[src/include/fp_mul_defines.svh]
// format constants, APB register offsets and bus widths
// for the single precision multiply unit
`ifndef FP_MUL_DEFINES_SVH
`define FP_MUL_DEFINES_SVH

// ====================================================================
// single precision number format
// ====================================================================
`define FP_EXP_BIAS 127
`define FP_EXP_MAX  255

// returned for infinity times zero
// sign set, exponent all ones, top mantissa bit set
`define FP_DEFAULT_NAN 32'hFFC0_0000

// ====================================================================
// APB bus and register map
// ====================================================================
`define APB_ADDR_W 8
`define APB_DATA_W 32

`define REG_OP_A   8'h00
`define REG_OP_B   8'h04
`define REG_CTRL   8'h08
`define REG_RESULT 8'h0C
`define REG_STATUS 8'h10

// status register bit positions
`define STATUS_DONE_BIT      0
`define STATUS_BUSY_BIT      1
`define STATUS_INVALID_BIT   2
`define STATUS_OVERFLOW_BIT  3
`define STATUS_UNDERFLOW_BIT 4

`endif

[src/verilog/fp_pkg.sv]
// number format types for the single precision multiply core
package fp_pkg;

  // packed word, sign 31, exponent 30:23, mantissa 22:0
  typedef logic [31:0] fp32_t;

  // biased exponent field
  typedef logic [7:0] fp_exp_t;

  // stored mantissa, hidden bit not included
  typedef logic [22:0] fp_man_t;

  // significand with the hidden bit in front
  typedef logic [23:0] fp_sig_t;

  // full product of two significands
  // bit 47 set means the product is in [2,4)
  typedef logic [47:0] fp_prod_t;

  // signed exponent sum after bias removal
  // range -127 to 383, so two extra bits are enough
  // to see both overflow and underflow
  typedef logic signed [9:0] fp_exp_sum_t;

endpackage

[src/verilog/fp_mul_regs_pkg.sv]
// APB bus types and the control state encoding
// for the multiply unit register block
`include "fp_mul_defines.svh"

package fp_mul_regs_pkg;

  // bus address and data words
  typedef logic [`APB_ADDR_W-1:0] apb_addr_t;
  typedef logic [`APB_DATA_W-1:0] apb_data_t;

  // control FSM
  // idle after reset, busy while an operation is in flight,
  // done once the result has been captured
  typedef enum logic [1:0] {
    mul_idle = 2'd0,
    mul_busy = 2'd1,
    mul_done = 2'd2
  } mul_state_e;

endpackage

[src/verilog/fp_special_case.sv]
// operand classification for the multiply core
// produces the override result and the invalid flag
`timescale 1ns/10ps
`include "fp_mul_defines.svh"

module fp_special_case (
  input  fp_pkg::fp32_t op_a,
  input  fp_pkg::fp32_t op_b,
  output logic          use_special,
  output fp_pkg::fp32_t special_result,
  output logic          invalid
);
  import fp_pkg::*;

  logic    sign_out;
  fp_exp_t exp_a;
  fp_exp_t exp_b;
  fp_man_t man_a;
  fp_man_t man_b;
  logic    a_nan;
  logic    b_nan;
  logic    a_inf;
  logic    b_inf;
  logic    a_zero;
  logic    b_zero;

  assign sign_out = op_a[31] ^ op_b[31];
  assign exp_a    = op_a[30:23];
  assign exp_b    = op_b[30:23];
  assign man_a    = op_a[22:0];
  assign man_b    = op_b[22:0];

  // each operand checks its own mantissa for NaN
  assign a_nan = (exp_a == fp_exp_t'(`FP_EXP_MAX)) && (man_a != '0);
  assign b_nan = (exp_b == fp_exp_t'(`FP_EXP_MAX)) && (man_b != '0);
  assign a_inf = (exp_a == fp_exp_t'(`FP_EXP_MAX)) && (man_a == '0);
  assign b_inf = (exp_b == fp_exp_t'(`FP_EXP_MAX)) && (man_b == '0);

  // subnormals are flushed, so a zero exponent means zero
  assign a_zero = (exp_a == '0);
  assign b_zero = (exp_b == '0);

  // infinity times zero, a NaN operand cannot be infinity
  assign invalid = (a_inf && b_zero) || (b_inf && a_zero);

  // priority chain, first match wins
  always_comb begin
    use_special    = 1'b1;
    special_result = '0;
    if (a_nan) begin
      special_result = op_a;
    end else if (b_nan) begin
      special_result = op_b;
    end else if (invalid) begin
      special_result = `FP_DEFAULT_NAN;
    end else if (a_inf || b_inf) begin
      special_result = {sign_out, fp_exp_t'(`FP_EXP_MAX), fp_man_t'(0)};
    end else if (a_zero || b_zero) begin
      // other operand is finite here
      special_result = {sign_out, fp_exp_t'(0), fp_man_t'(0)};
    end else begin
      use_special = 1'b0;
    end
  end

endmodule

[src/verilog/fp_multiplier.sv]
// two stage single precision multiply core
// stage 1 forms sign, exponent sum and significand product
// stage 2 normalizes, handles range and applies the override
`timescale 1ns/10ps
`include "fp_mul_defines.svh"

module fp_multiplier (
  input  logic          clk,
  input  logic          reset,
  input  logic          mul_valid,
  input  fp_pkg::fp32_t op_a,
  input  fp_pkg::fp32_t op_b,
  output logic          res_valid,
  output fp_pkg::fp32_t result,
  output logic          invalid,
  output logic          overflow,
  output logic          underflow
);
  import fp_pkg::*;

  // ====================================================================
  // stage 1
  // ====================================================================
  fp_sig_t     sig_a;
  fp_sig_t     sig_b;
  fp_prod_t    prod;
  fp_exp_sum_t exp_sum;
  logic        sc_use_special;
  fp32_t       sc_special_result;
  logic        sc_invalid;

  logic        s1_valid;
  logic        s1_sign;
  fp_exp_sum_t s1_exp;
  fp_prod_t    s1_prod;
  logic        s1_use_special;
  fp32_t       s1_special_result;
  logic        s1_invalid;

  // hidden bit in front of each stored mantissa
  assign sig_a = {1'b1, op_a[22:0]};
  assign sig_b = {1'b1, op_b[22:0]};
  assign prod  = fp_prod_t'(sig_a) * fp_prod_t'(sig_b);

  // both exponents zero extended before the signed sum
  assign exp_sum = fp_exp_sum_t'({2'b00, op_a[30:23]})
                 + fp_exp_sum_t'({2'b00, op_b[30:23]})
                 - fp_exp_sum_t'(`FP_EXP_BIAS);

  fp_special_case u_special_case (
    .op_a           (op_a),
    .op_b           (op_b),
    .use_special    (sc_use_special),
    .special_result (sc_special_result),
    .invalid        (sc_invalid)
  );

  always_ff @(posedge clk) begin
    if (reset) begin
      s1_valid <= 1'b0;
    end else begin
      s1_valid <= mul_valid;
    end
  end

  // payload loads only with a new operation
  always_ff @(posedge clk) begin
    if (mul_valid) begin
      s1_sign           <= op_a[31] ^ op_b[31];
      s1_exp            <= exp_sum;
      s1_prod           <= prod;
      s1_use_special    <= sc_use_special;
      s1_special_result <= sc_special_result;
      s1_invalid        <= sc_invalid;
    end
  end

  // ====================================================================
  // stage 2
  // ====================================================================
  logic        carry;
  fp_exp_sum_t exp_final;
  fp_man_t     man_norm;
  logic        exp_over;
  logic        exp_under;
  fp32_t       result_d;
  logic        invalid_d;
  logic        overflow_d;
  logic        underflow_d;

  // product in [2,4) shifts right by one and bumps the exponent
  assign carry     = s1_prod[47];
  assign exp_final = s1_exp + fp_exp_sum_t'({9'd0, carry});
  assign man_norm  = carry ? s1_prod[46:24] : s1_prod[45:23];

  // signed compares on the widened exponent
  assign exp_over  = (exp_final >= fp_exp_sum_t'(`FP_EXP_MAX));
  assign exp_under = (exp_final <= fp_exp_sum_t'(0));

  // truncation toward zero, extra product bits are dropped
  always_comb begin
    result_d    = {s1_sign, exp_final[7:0], man_norm};
    invalid_d   = 1'b0;
    overflow_d  = 1'b0;
    underflow_d = 1'b0;
    if (s1_use_special) begin
      result_d  = s1_special_result;
      invalid_d = s1_invalid;
    end else if (exp_over) begin
      result_d   = {s1_sign, fp_exp_t'(`FP_EXP_MAX), fp_man_t'(0)};
      overflow_d = 1'b1;
    end else if (exp_under) begin
      result_d    = {s1_sign, fp_exp_t'(0), fp_man_t'(0)};
      underflow_d = 1'b1;
    end
  end

  always_ff @(posedge clk) begin
    if (reset) begin
      res_valid <= 1'b0;
    end else begin
      res_valid <= s1_valid;
    end
  end

  always_ff @(posedge clk) begin
    if (s1_valid) begin
      result    <= result_d;
      invalid   <= invalid_d;
      overflow  <= overflow_d;
      underflow <= underflow_d;
    end
  end

  // fixed two cycle latency through both stages
  a_res_valid_latency : assert property (
    @(posedge clk) disable iff (reset) res_valid == $past(mul_valid, 2)
  ) else $error("res_valid does not follow mul_valid by two cycles");

endmodule

[src/verilog/fp_mul_apb_regs.sv]
// APB slave for the multiply unit
// register map, start control, result capture and error response
`timescale 1ns/10ps
`include "fp_mul_defines.svh"

module fp_mul_apb_regs (
  input  logic                       clk,
  input  logic                       reset,
  input  logic                       psel,
  input  logic                       penable,
  input  logic                       pwrite,
  input  fp_mul_regs_pkg::apb_addr_t paddr,
  input  fp_mul_regs_pkg::apb_data_t pwdata,
  output fp_mul_regs_pkg::apb_data_t prdata,
  output logic                       pready,
  output logic                       pslverr,
  output logic                       mul_valid,
  output fp_pkg::fp32_t              op_a,
  output fp_pkg::fp32_t              op_b,
  input  logic                       res_valid,
  input  fp_pkg::fp32_t              result,
  input  logic                       invalid,
  input  logic                       overflow,
  input  logic                       underflow
);
  import fp_pkg::*;
  import fp_mul_regs_pkg::*;

  mul_state_e state;
  fp32_t      op_a_q;
  fp32_t      op_b_q;
  fp32_t      result_q;
  logic       invalid_q;
  logic       overflow_q;
  logic       underflow_q;
  apb_data_t  status_word;

  logic       wr_access;
  logic       rd_access;
  logic       addr_hit;
  logic       ro_hit;
  logic       start_req;
  logic       start_busy;

  // ====================================================================
  // access decode
  // ====================================================================
  assign wr_access = psel && penable && pwrite;
  assign rd_access = psel && penable && !pwrite;

  assign addr_hit = (paddr == `REG_OP_A) || (paddr == `REG_OP_B) ||
                    (paddr == `REG_CTRL) || (paddr == `REG_RESULT) ||
                    (paddr == `REG_STATUS);
  assign ro_hit   = (paddr == `REG_RESULT) || (paddr == `REG_STATUS);

  // start is bit 0 of CTRL, rejected while busy
  assign start_req  = wr_access && (paddr == `REG_CTRL) && pwdata[0];
  assign start_busy = start_req && (state == mul_busy);
  assign mul_valid  = start_req && (state != mul_busy);

  // no wait states
  assign pready  = 1'b1;
  assign pslverr = (psel && penable && !addr_hit) || (wr_access && ro_hit) || start_busy;

  // operands go straight to the core, sampled there on mul_valid
  assign op_a = op_a_q;
  assign op_b = op_b_q;

  // ====================================================================
  // control FSM and registers
  // ====================================================================
  always_ff @(posedge clk) begin
    if (reset) begin
      state <= mul_idle;
    end else begin
      case (state)
        mul_idle, mul_done: if (mul_valid) state <= mul_busy;
        mul_busy:           if (res_valid) state <= mul_done;
        default:            state <= mul_idle;
      endcase
    end
  end

  always_ff @(posedge clk) begin
    if (reset) begin
      op_a_q      <= '0;
      op_b_q      <= '0;
      result_q    <= '0;
      invalid_q   <= 1'b0;
      overflow_q  <= 1'b0;
      underflow_q <= 1'b0;
    end else begin
      // operand writes allowed in any state
      if (wr_access && (paddr == `REG_OP_A)) op_a_q <= pwdata;
      if (wr_access && (paddr == `REG_OP_B)) op_b_q <= pwdata;
      // sticky flags, cleared by a new start
      if (mul_valid) begin
        invalid_q   <= 1'b0;
        overflow_q  <= 1'b0;
        underflow_q <= 1'b0;
      end else if (res_valid) begin
        result_q    <= result;
        invalid_q   <= invalid_q | invalid;
        overflow_q  <= overflow_q | overflow;
        underflow_q <= underflow_q | underflow;
      end
    end
  end

  // ====================================================================
  // read path
  // ====================================================================
  always_comb begin
    status_word = '0;
    status_word[`STATUS_DONE_BIT]      = (state == mul_done);
    status_word[`STATUS_BUSY_BIT]      = (state == mul_busy);
    status_word[`STATUS_INVALID_BIT]   = invalid_q;
    status_word[`STATUS_OVERFLOW_BIT]  = overflow_q;
    status_word[`STATUS_UNDERFLOW_BIT] = underflow_q;
  end

  // CTRL reads back as zero
  always_comb begin
    prdata = '0;
    if (rd_access) begin
      case (paddr)
        `REG_OP_A:   prdata = op_a_q;
        `REG_OP_B:   prdata = op_b_q;
        `REG_RESULT: prdata = result_q;
        `REG_STATUS: prdata = status_word;
        default:     prdata = '0;
      endcase
    end
  end

  // access phase only follows a selected setup phase
  a_penable_psel : assert property (
    @(posedge clk) disable iff (reset) penable |-> psel
  ) else $error("penable without psel");

  // the core only answers an operation this block issued
  a_res_valid_not_idle : assert property (
    @(posedge clk) disable iff (reset) res_valid |-> (state != mul_idle)
  ) else $error("res_valid arrived in idle");

endmodule

[src/verilog/fp_mul_top.sv]
// top level of the APB floating-point multiply unit
// register block feeding the two stage multiply core
`timescale 1ns/10ps

module fp_mul_top (
  input  logic                       clk,
  input  logic                       reset,
  input  logic                       psel,
  input  logic                       penable,
  input  logic                       pwrite,
  input  fp_mul_regs_pkg::apb_addr_t paddr,
  input  fp_mul_regs_pkg::apb_data_t pwdata,
  output fp_mul_regs_pkg::apb_data_t prdata,
  output logic                       pready,
  output logic                       pslverr
);
  import fp_pkg::*;

  // issue side
  logic  mul_valid;
  fp32_t op_a;
  fp32_t op_b;

  // result side
  logic  res_valid;
  fp32_t result;
  logic  invalid;
  logic  overflow;
  logic  underflow;

  fp_mul_apb_regs u_regs (
    .clk       (clk),
    .reset     (reset),
    .psel      (psel),
    .penable   (penable),
    .pwrite    (pwrite),
    .paddr     (paddr),
    .pwdata    (pwdata),
    .prdata    (prdata),
    .pready    (pready),
    .pslverr   (pslverr),
    .mul_valid (mul_valid),
    .op_a      (op_a),
    .op_b      (op_b),
    .res_valid (res_valid),
    .result    (result),
    .invalid   (invalid),
    .overflow  (overflow),
    .underflow (underflow)
  );

  fp_multiplier u_multiplier (
    .clk       (clk),
    .reset     (reset),
    .mul_valid (mul_valid),
    .op_a      (op_a),
    .op_b      (op_b),
    .res_valid (res_valid),
    .result    (result),
    .invalid   (invalid),
    .overflow  (overflow),
    .underflow (underflow)
  );

endmodule

[config.mk]
export PLATFORM = sky130hd
export DESIGN_NAME = fp_mul_top
export DESIGN_NICKNAME = d
export VERILOG_FILES = /design/src/verilog/fp_pkg.sv /design/src/verilog/fp_mul_regs_pkg.sv /design/src/verilog/fp_special_case.sv /design/src/verilog/fp_multiplier.sv /design/src/verilog/fp_mul_apb_regs.sv /design/src/verilog/fp_mul_top.sv
export VERILOG_INCLUDE_DIRS = /design/src /design/src/include
export SDC_FILE = /design/constraint.sdc
export NUM_CORES = 2
export LEC_CHECK = 0
export ABC_AREA = 1
export BUFFER_PORTS_ARGS = -buffer_cell sky130_fd_sc_hd__buf_4
export CORE_ASPECT_RATIO = 0.75
export CORE_MARGIN = 1
export CORE_UTILIZATION = 40
export CTS_CLUSTER_DIAMETER = 120
export DETAILED_ROUTE_END_ITERATION = 6
export SLEW_MARGIN = 15
export SYNTH_ARGS = -nofsm -noshare
export SYNTH_HDL_FRONTEND = slang
export SYNTH_SLANG_ARGS = --single-unit
[constraint.sdc]
create_clock -name clk -period 9.8 [get_ports clk]
set_input_delay 2.94 -clock clk [delete_from_list [all_inputs] [get_ports clk]]
set_output_delay 2.94 -clock clk [all_outputs]
set_load 0.01 [all_outputs]
==> results by group <==
Timing
  • Max-slew headroom: 24.3%
  • Worst-margin pin slew: 1.13 ns
  • Period utilization: 83.8%
  • Setup violators final: 0
  • Sum Neg Setup Slack: 0 ns
  • Final min period: 8.21 ns
  • Max Freq: 122 MHz
  • Clock skew: 0.0358 ns
  • Max-slew violations: 0
  • Final hold vios: 0
  • RSZ-0062 raised after global routing: no
  • Final hold slack: 0.491 ns

Routing
  • Initial DRC Count: 2450
  • Drt pass-1 iters: 7
  • Routed WL: 90400 µm
  • Routed Antenna Nets: 0
  • DRC: 1
  • Routed len/inst: 18.9 µm
  • Via Count: 24.1k
  • Drt via density: 5.05

Power and ir drop
  • Internal power: 1.41 mW
  • Net switching power: 0.428 mW
  • Design Power: 1.84 mW
  • Switching part of the total: 23.3%
  • Clock power frac: 48.5%
  • Leakage power: 17.3 nW
  • Seq pwr share: 49.3%
  • Cell Pwr Density: 58.2 nW/µm²
  • Gate power share: 2.3%
  • Maximum VDD drop: 0.103 mV

Final layout
  • Nets@finish: 4511
  • Ant diodes: 0
  • Commonest cells after routing, fill and taps aside: inv_1 (1008), nand2_1 (936), fa_1 (482), nor2_1 (272), ha_1 (180)
  • Most common cell after layout, fill and taps aside: inv_1
  • Layout cells sized above 1: 5.37%
  • P&R area growth vs syn: 7.18%

Worst setup path
  • RR Startpoint: u_regs.op_a[13]
  • R2R depth: 20
  • Arr. time, crit path: 5.27 ns
  • Worst EP required: 6.86 ns
  • CP top delay family: simple AND/OR/NAND/NOR gates
  • Slowest cell on the critical path: nor2_1
  • CP peak stage delay: 0.73 ns
  • Levels on crit path: 11
  • CP Class: input pin to output pin
  • R2r endpoint: u_multiplier.s1_prod[25]
  • CP startpoint kind: input pin
  • R2R Setup Slk: 2.29 ns
  • WP buf/inv: 4
  • Crit-path cells: buf_4, inv_1, nand2_1, nor2_2, nand2_1, nor2_1, inv_2, o22ai_1, a221oi_1, nor2_1, buf_4
  • Crit path max fanout: 22
  • Element type at the critical path end: output pin

Floorplan
  • IO Count: 79
  • Initial core utilization: 40.7%
  • Rows: 85
  • Chip height: 237 µm
  • Die Width: 315 µm
  • Die Area: 74800 µm²
  • Core region area: 72300 µm²

Run
  • Max-cap violations: 0

Worst hold path
  • Worst Hold Depth: 2
  • HP Start: u_multiplier.result[19]
  • Hold WC Path Type: flip-flop to flip-flop
  • Hold EP: u_regs.result_q[19]

Logic synthesis
  • Cells after synthesis: 3838
  • Synth Register Bits: 208
  • Syn nets: 4545
  • Register area share after synthesis: 17.7%
  • YS warnings: 0
  • Synth Flop Type: edfxtp_1
  • Synth cell types: 51
  • Post-synth ARST share: 0%
  • Post-synthesis cell area: 29500 µm²
  • Post-synthesis area per instance: 7.68 µm²
  • EDFF count, synth: 105

CTS
  • Clk slew on worst S/H paths: 0.07 ns
  • H-Tree Depth: 1
  • Clock Sinks: 208
  • Clk root buf: clkbuf_16
  • Post-CTS setup buffer count: 0
  • Resize count post-CTS: 0
  • Clk buf depth: 3
  • Skew-Pair Late Insertion Delay: 0.54 ns
  • TritonCTS clock tree: done
  • Number of CTS-inserted buffers: 21
  • Cts hold-fix bufs: 0

Global routing
  • Number of global-route vias before repair: 24.1k
  • First-pass GRT wire length: 142000 µm
  • Largest net degree at the start of global routing: 71
  • Grt ovf: 0
  • Total track usage: 24.8%
  • Initial antenna violation count: 0

Status
  • Failing checks: DRC
  • Outcome: finished with violations

Place
  • Final GP Congestion: 0.971
  • IO Port Bufs: 77
  • Post-DP HPWL: 69900 µm
[per-stage QoR]
stage	utilization (%)	setup WS [ns]	area [µm²]	instances
2_1_floorplan	-	2.74	29500	3838
3_3_place_gp	42.7	1.71	30900	4738
3_5_place_dp	42.7	1.67	30900	4738
4_1_cts	43.7	1.67	31600	4775
5_1_grt	43.7	1.32	31600	4775
6_report	43.7	1.59	31600	4775
[cells by family (layout without fill, tap and decap cells)]
family / after synthesis / count (layout) / synth area share, %
XOR/XNOR: 31 / 31 / 0.921
adder cells (fa/ha/maj): 662 / 662 / 40.4
multiplexers: 1 / 1 / 0.0340
flip-flops: 208 / 208 / 17.7
AO/OA/AOI/OAI: 367 / 367 / 6.82
buffers and inverters: 1199 / 1179 / 15.6
AND/OR/NAND/NOR: 1369 / 1369 / 18.6
other: 1 / 1 / 0.0127
[power groups by stage]
stage	clock network (mW)	registers (mW)	logic, mW
2_1_floorplan	0	0.924	0.0171
3_3_place_gp	0	0.925	0.0412
3_5_place_dp	0	0.925	0.0407
4_1_cts	0.892	0.905	0.0410
5_1_grt	0.928	0.905	0.0456
6_report	0.891	0.905	0.0417
[per-layer routing]
metal	wire (µm)	vias to the layer above	share of wire, %	global-route usage (%)
met5	0	-	0	0
met4	1490	0	1.6	3.91
met3	9570	97	11	5.82
met2	37200	1031	41	35.5
met1	42100	11800	47	38.2
li1	-	11200	-	-
[worst register-to-register path, cell delays in order (launching register included)]
cell and delay, ns:
dfxtp_1 1.04, buf_4 0.38, nand2_1 0.11, fa_1 0.52
fa_1 0.55, inv_1 0.05, fa_1 0.48, fa_1 0.59
fa_1 0.47, fa_1 0.50, inv_1 0.06, fa_1 0.57
inv_1 0.07, ha_1 0.33, nand2_1 0.20, inv_1 0.06
a21oi_1 0.38, o21ai_0 0.21, a21o_1 0.21, nor2_1 0.36
xnor2_1 0.12
[registers in the layout, indices dropped and copies added (netlist names), 2 cells and up]
name,cells
u_regs.state,2
u_regs.op_b,32
u_regs.result_q,32
u_multiplier.s1_exp,10
u_multiplier.result,32
u_multiplier.s1_special_result,32
u_multiplier.s1_prod,25
u_regs.op_a,32
[cells in the mapped netlist, types with 9 or more instances]
| cell | number | area share (%) |
|---|---|---|
| inv_1 | 1009 | 13 |
| nand2_1 | 936 | 12 |
| fa_1 | 482 | 33 |
| nor2_1 | 273 | 3.5 |
| ha_1 | 180 | 7.6 |
| o21ai_0 | 165 | 2.8 |
| clkbuf_1 | 147 | 1.9 |
| a21oi_1 | 129 | 2.2 |
| edfxtp_1 | 105 | 11 |
| dfxtp_1 | 103 | 7.0 |
| nand3_1 | 86 | 1.5 |
| nand4_1 | 25 | 0.53 |
| buf_2 | 22 | 0.37 |
| xor2_1 | 20 | 0.59 |
| nor2_2 | 16 | 0.34 |
| nor3_1 | 13 | 0.22 |
| xnor2_1 | 11 | 0.33 |
| a31oi_1 | 10 | 0.21 |
| o211ai_1 | 10 | 0.25 |
| a21o_1 | 9 | 0.23 |
| a221oi_1 | 9 | 0.27 |
[final cells by class]
| class | count | area [µm²] |
|---|---|---|
| fillers | 7421 | 40700 |
| multi-input cells | 2431 | 19700 |
| flip-flops and latches | 208 | 5230 |
| inverters | 1017 | 3820 |
| well taps | 957 | 1200 |
| repair buffers | 125 | 938 |
| clock buffers | 27 | 631 |
| clock inverters | 10 | 103 |
[worst max-delay path by stage]
stage | startpoint | to
3_3_place_gp | paddr[0] | prdata[0]
5_1_grt | paddr[0] | prdata[0]
6_report | paddr[0] | prdata[1]
4_1_cts | paddr[0] | prdata[0]
3_5_place_dp | paddr[0] | prdata[0]
2_1_floorplan | paddr[5] | prdata[3]
Power figures use the tool's default switching activity.
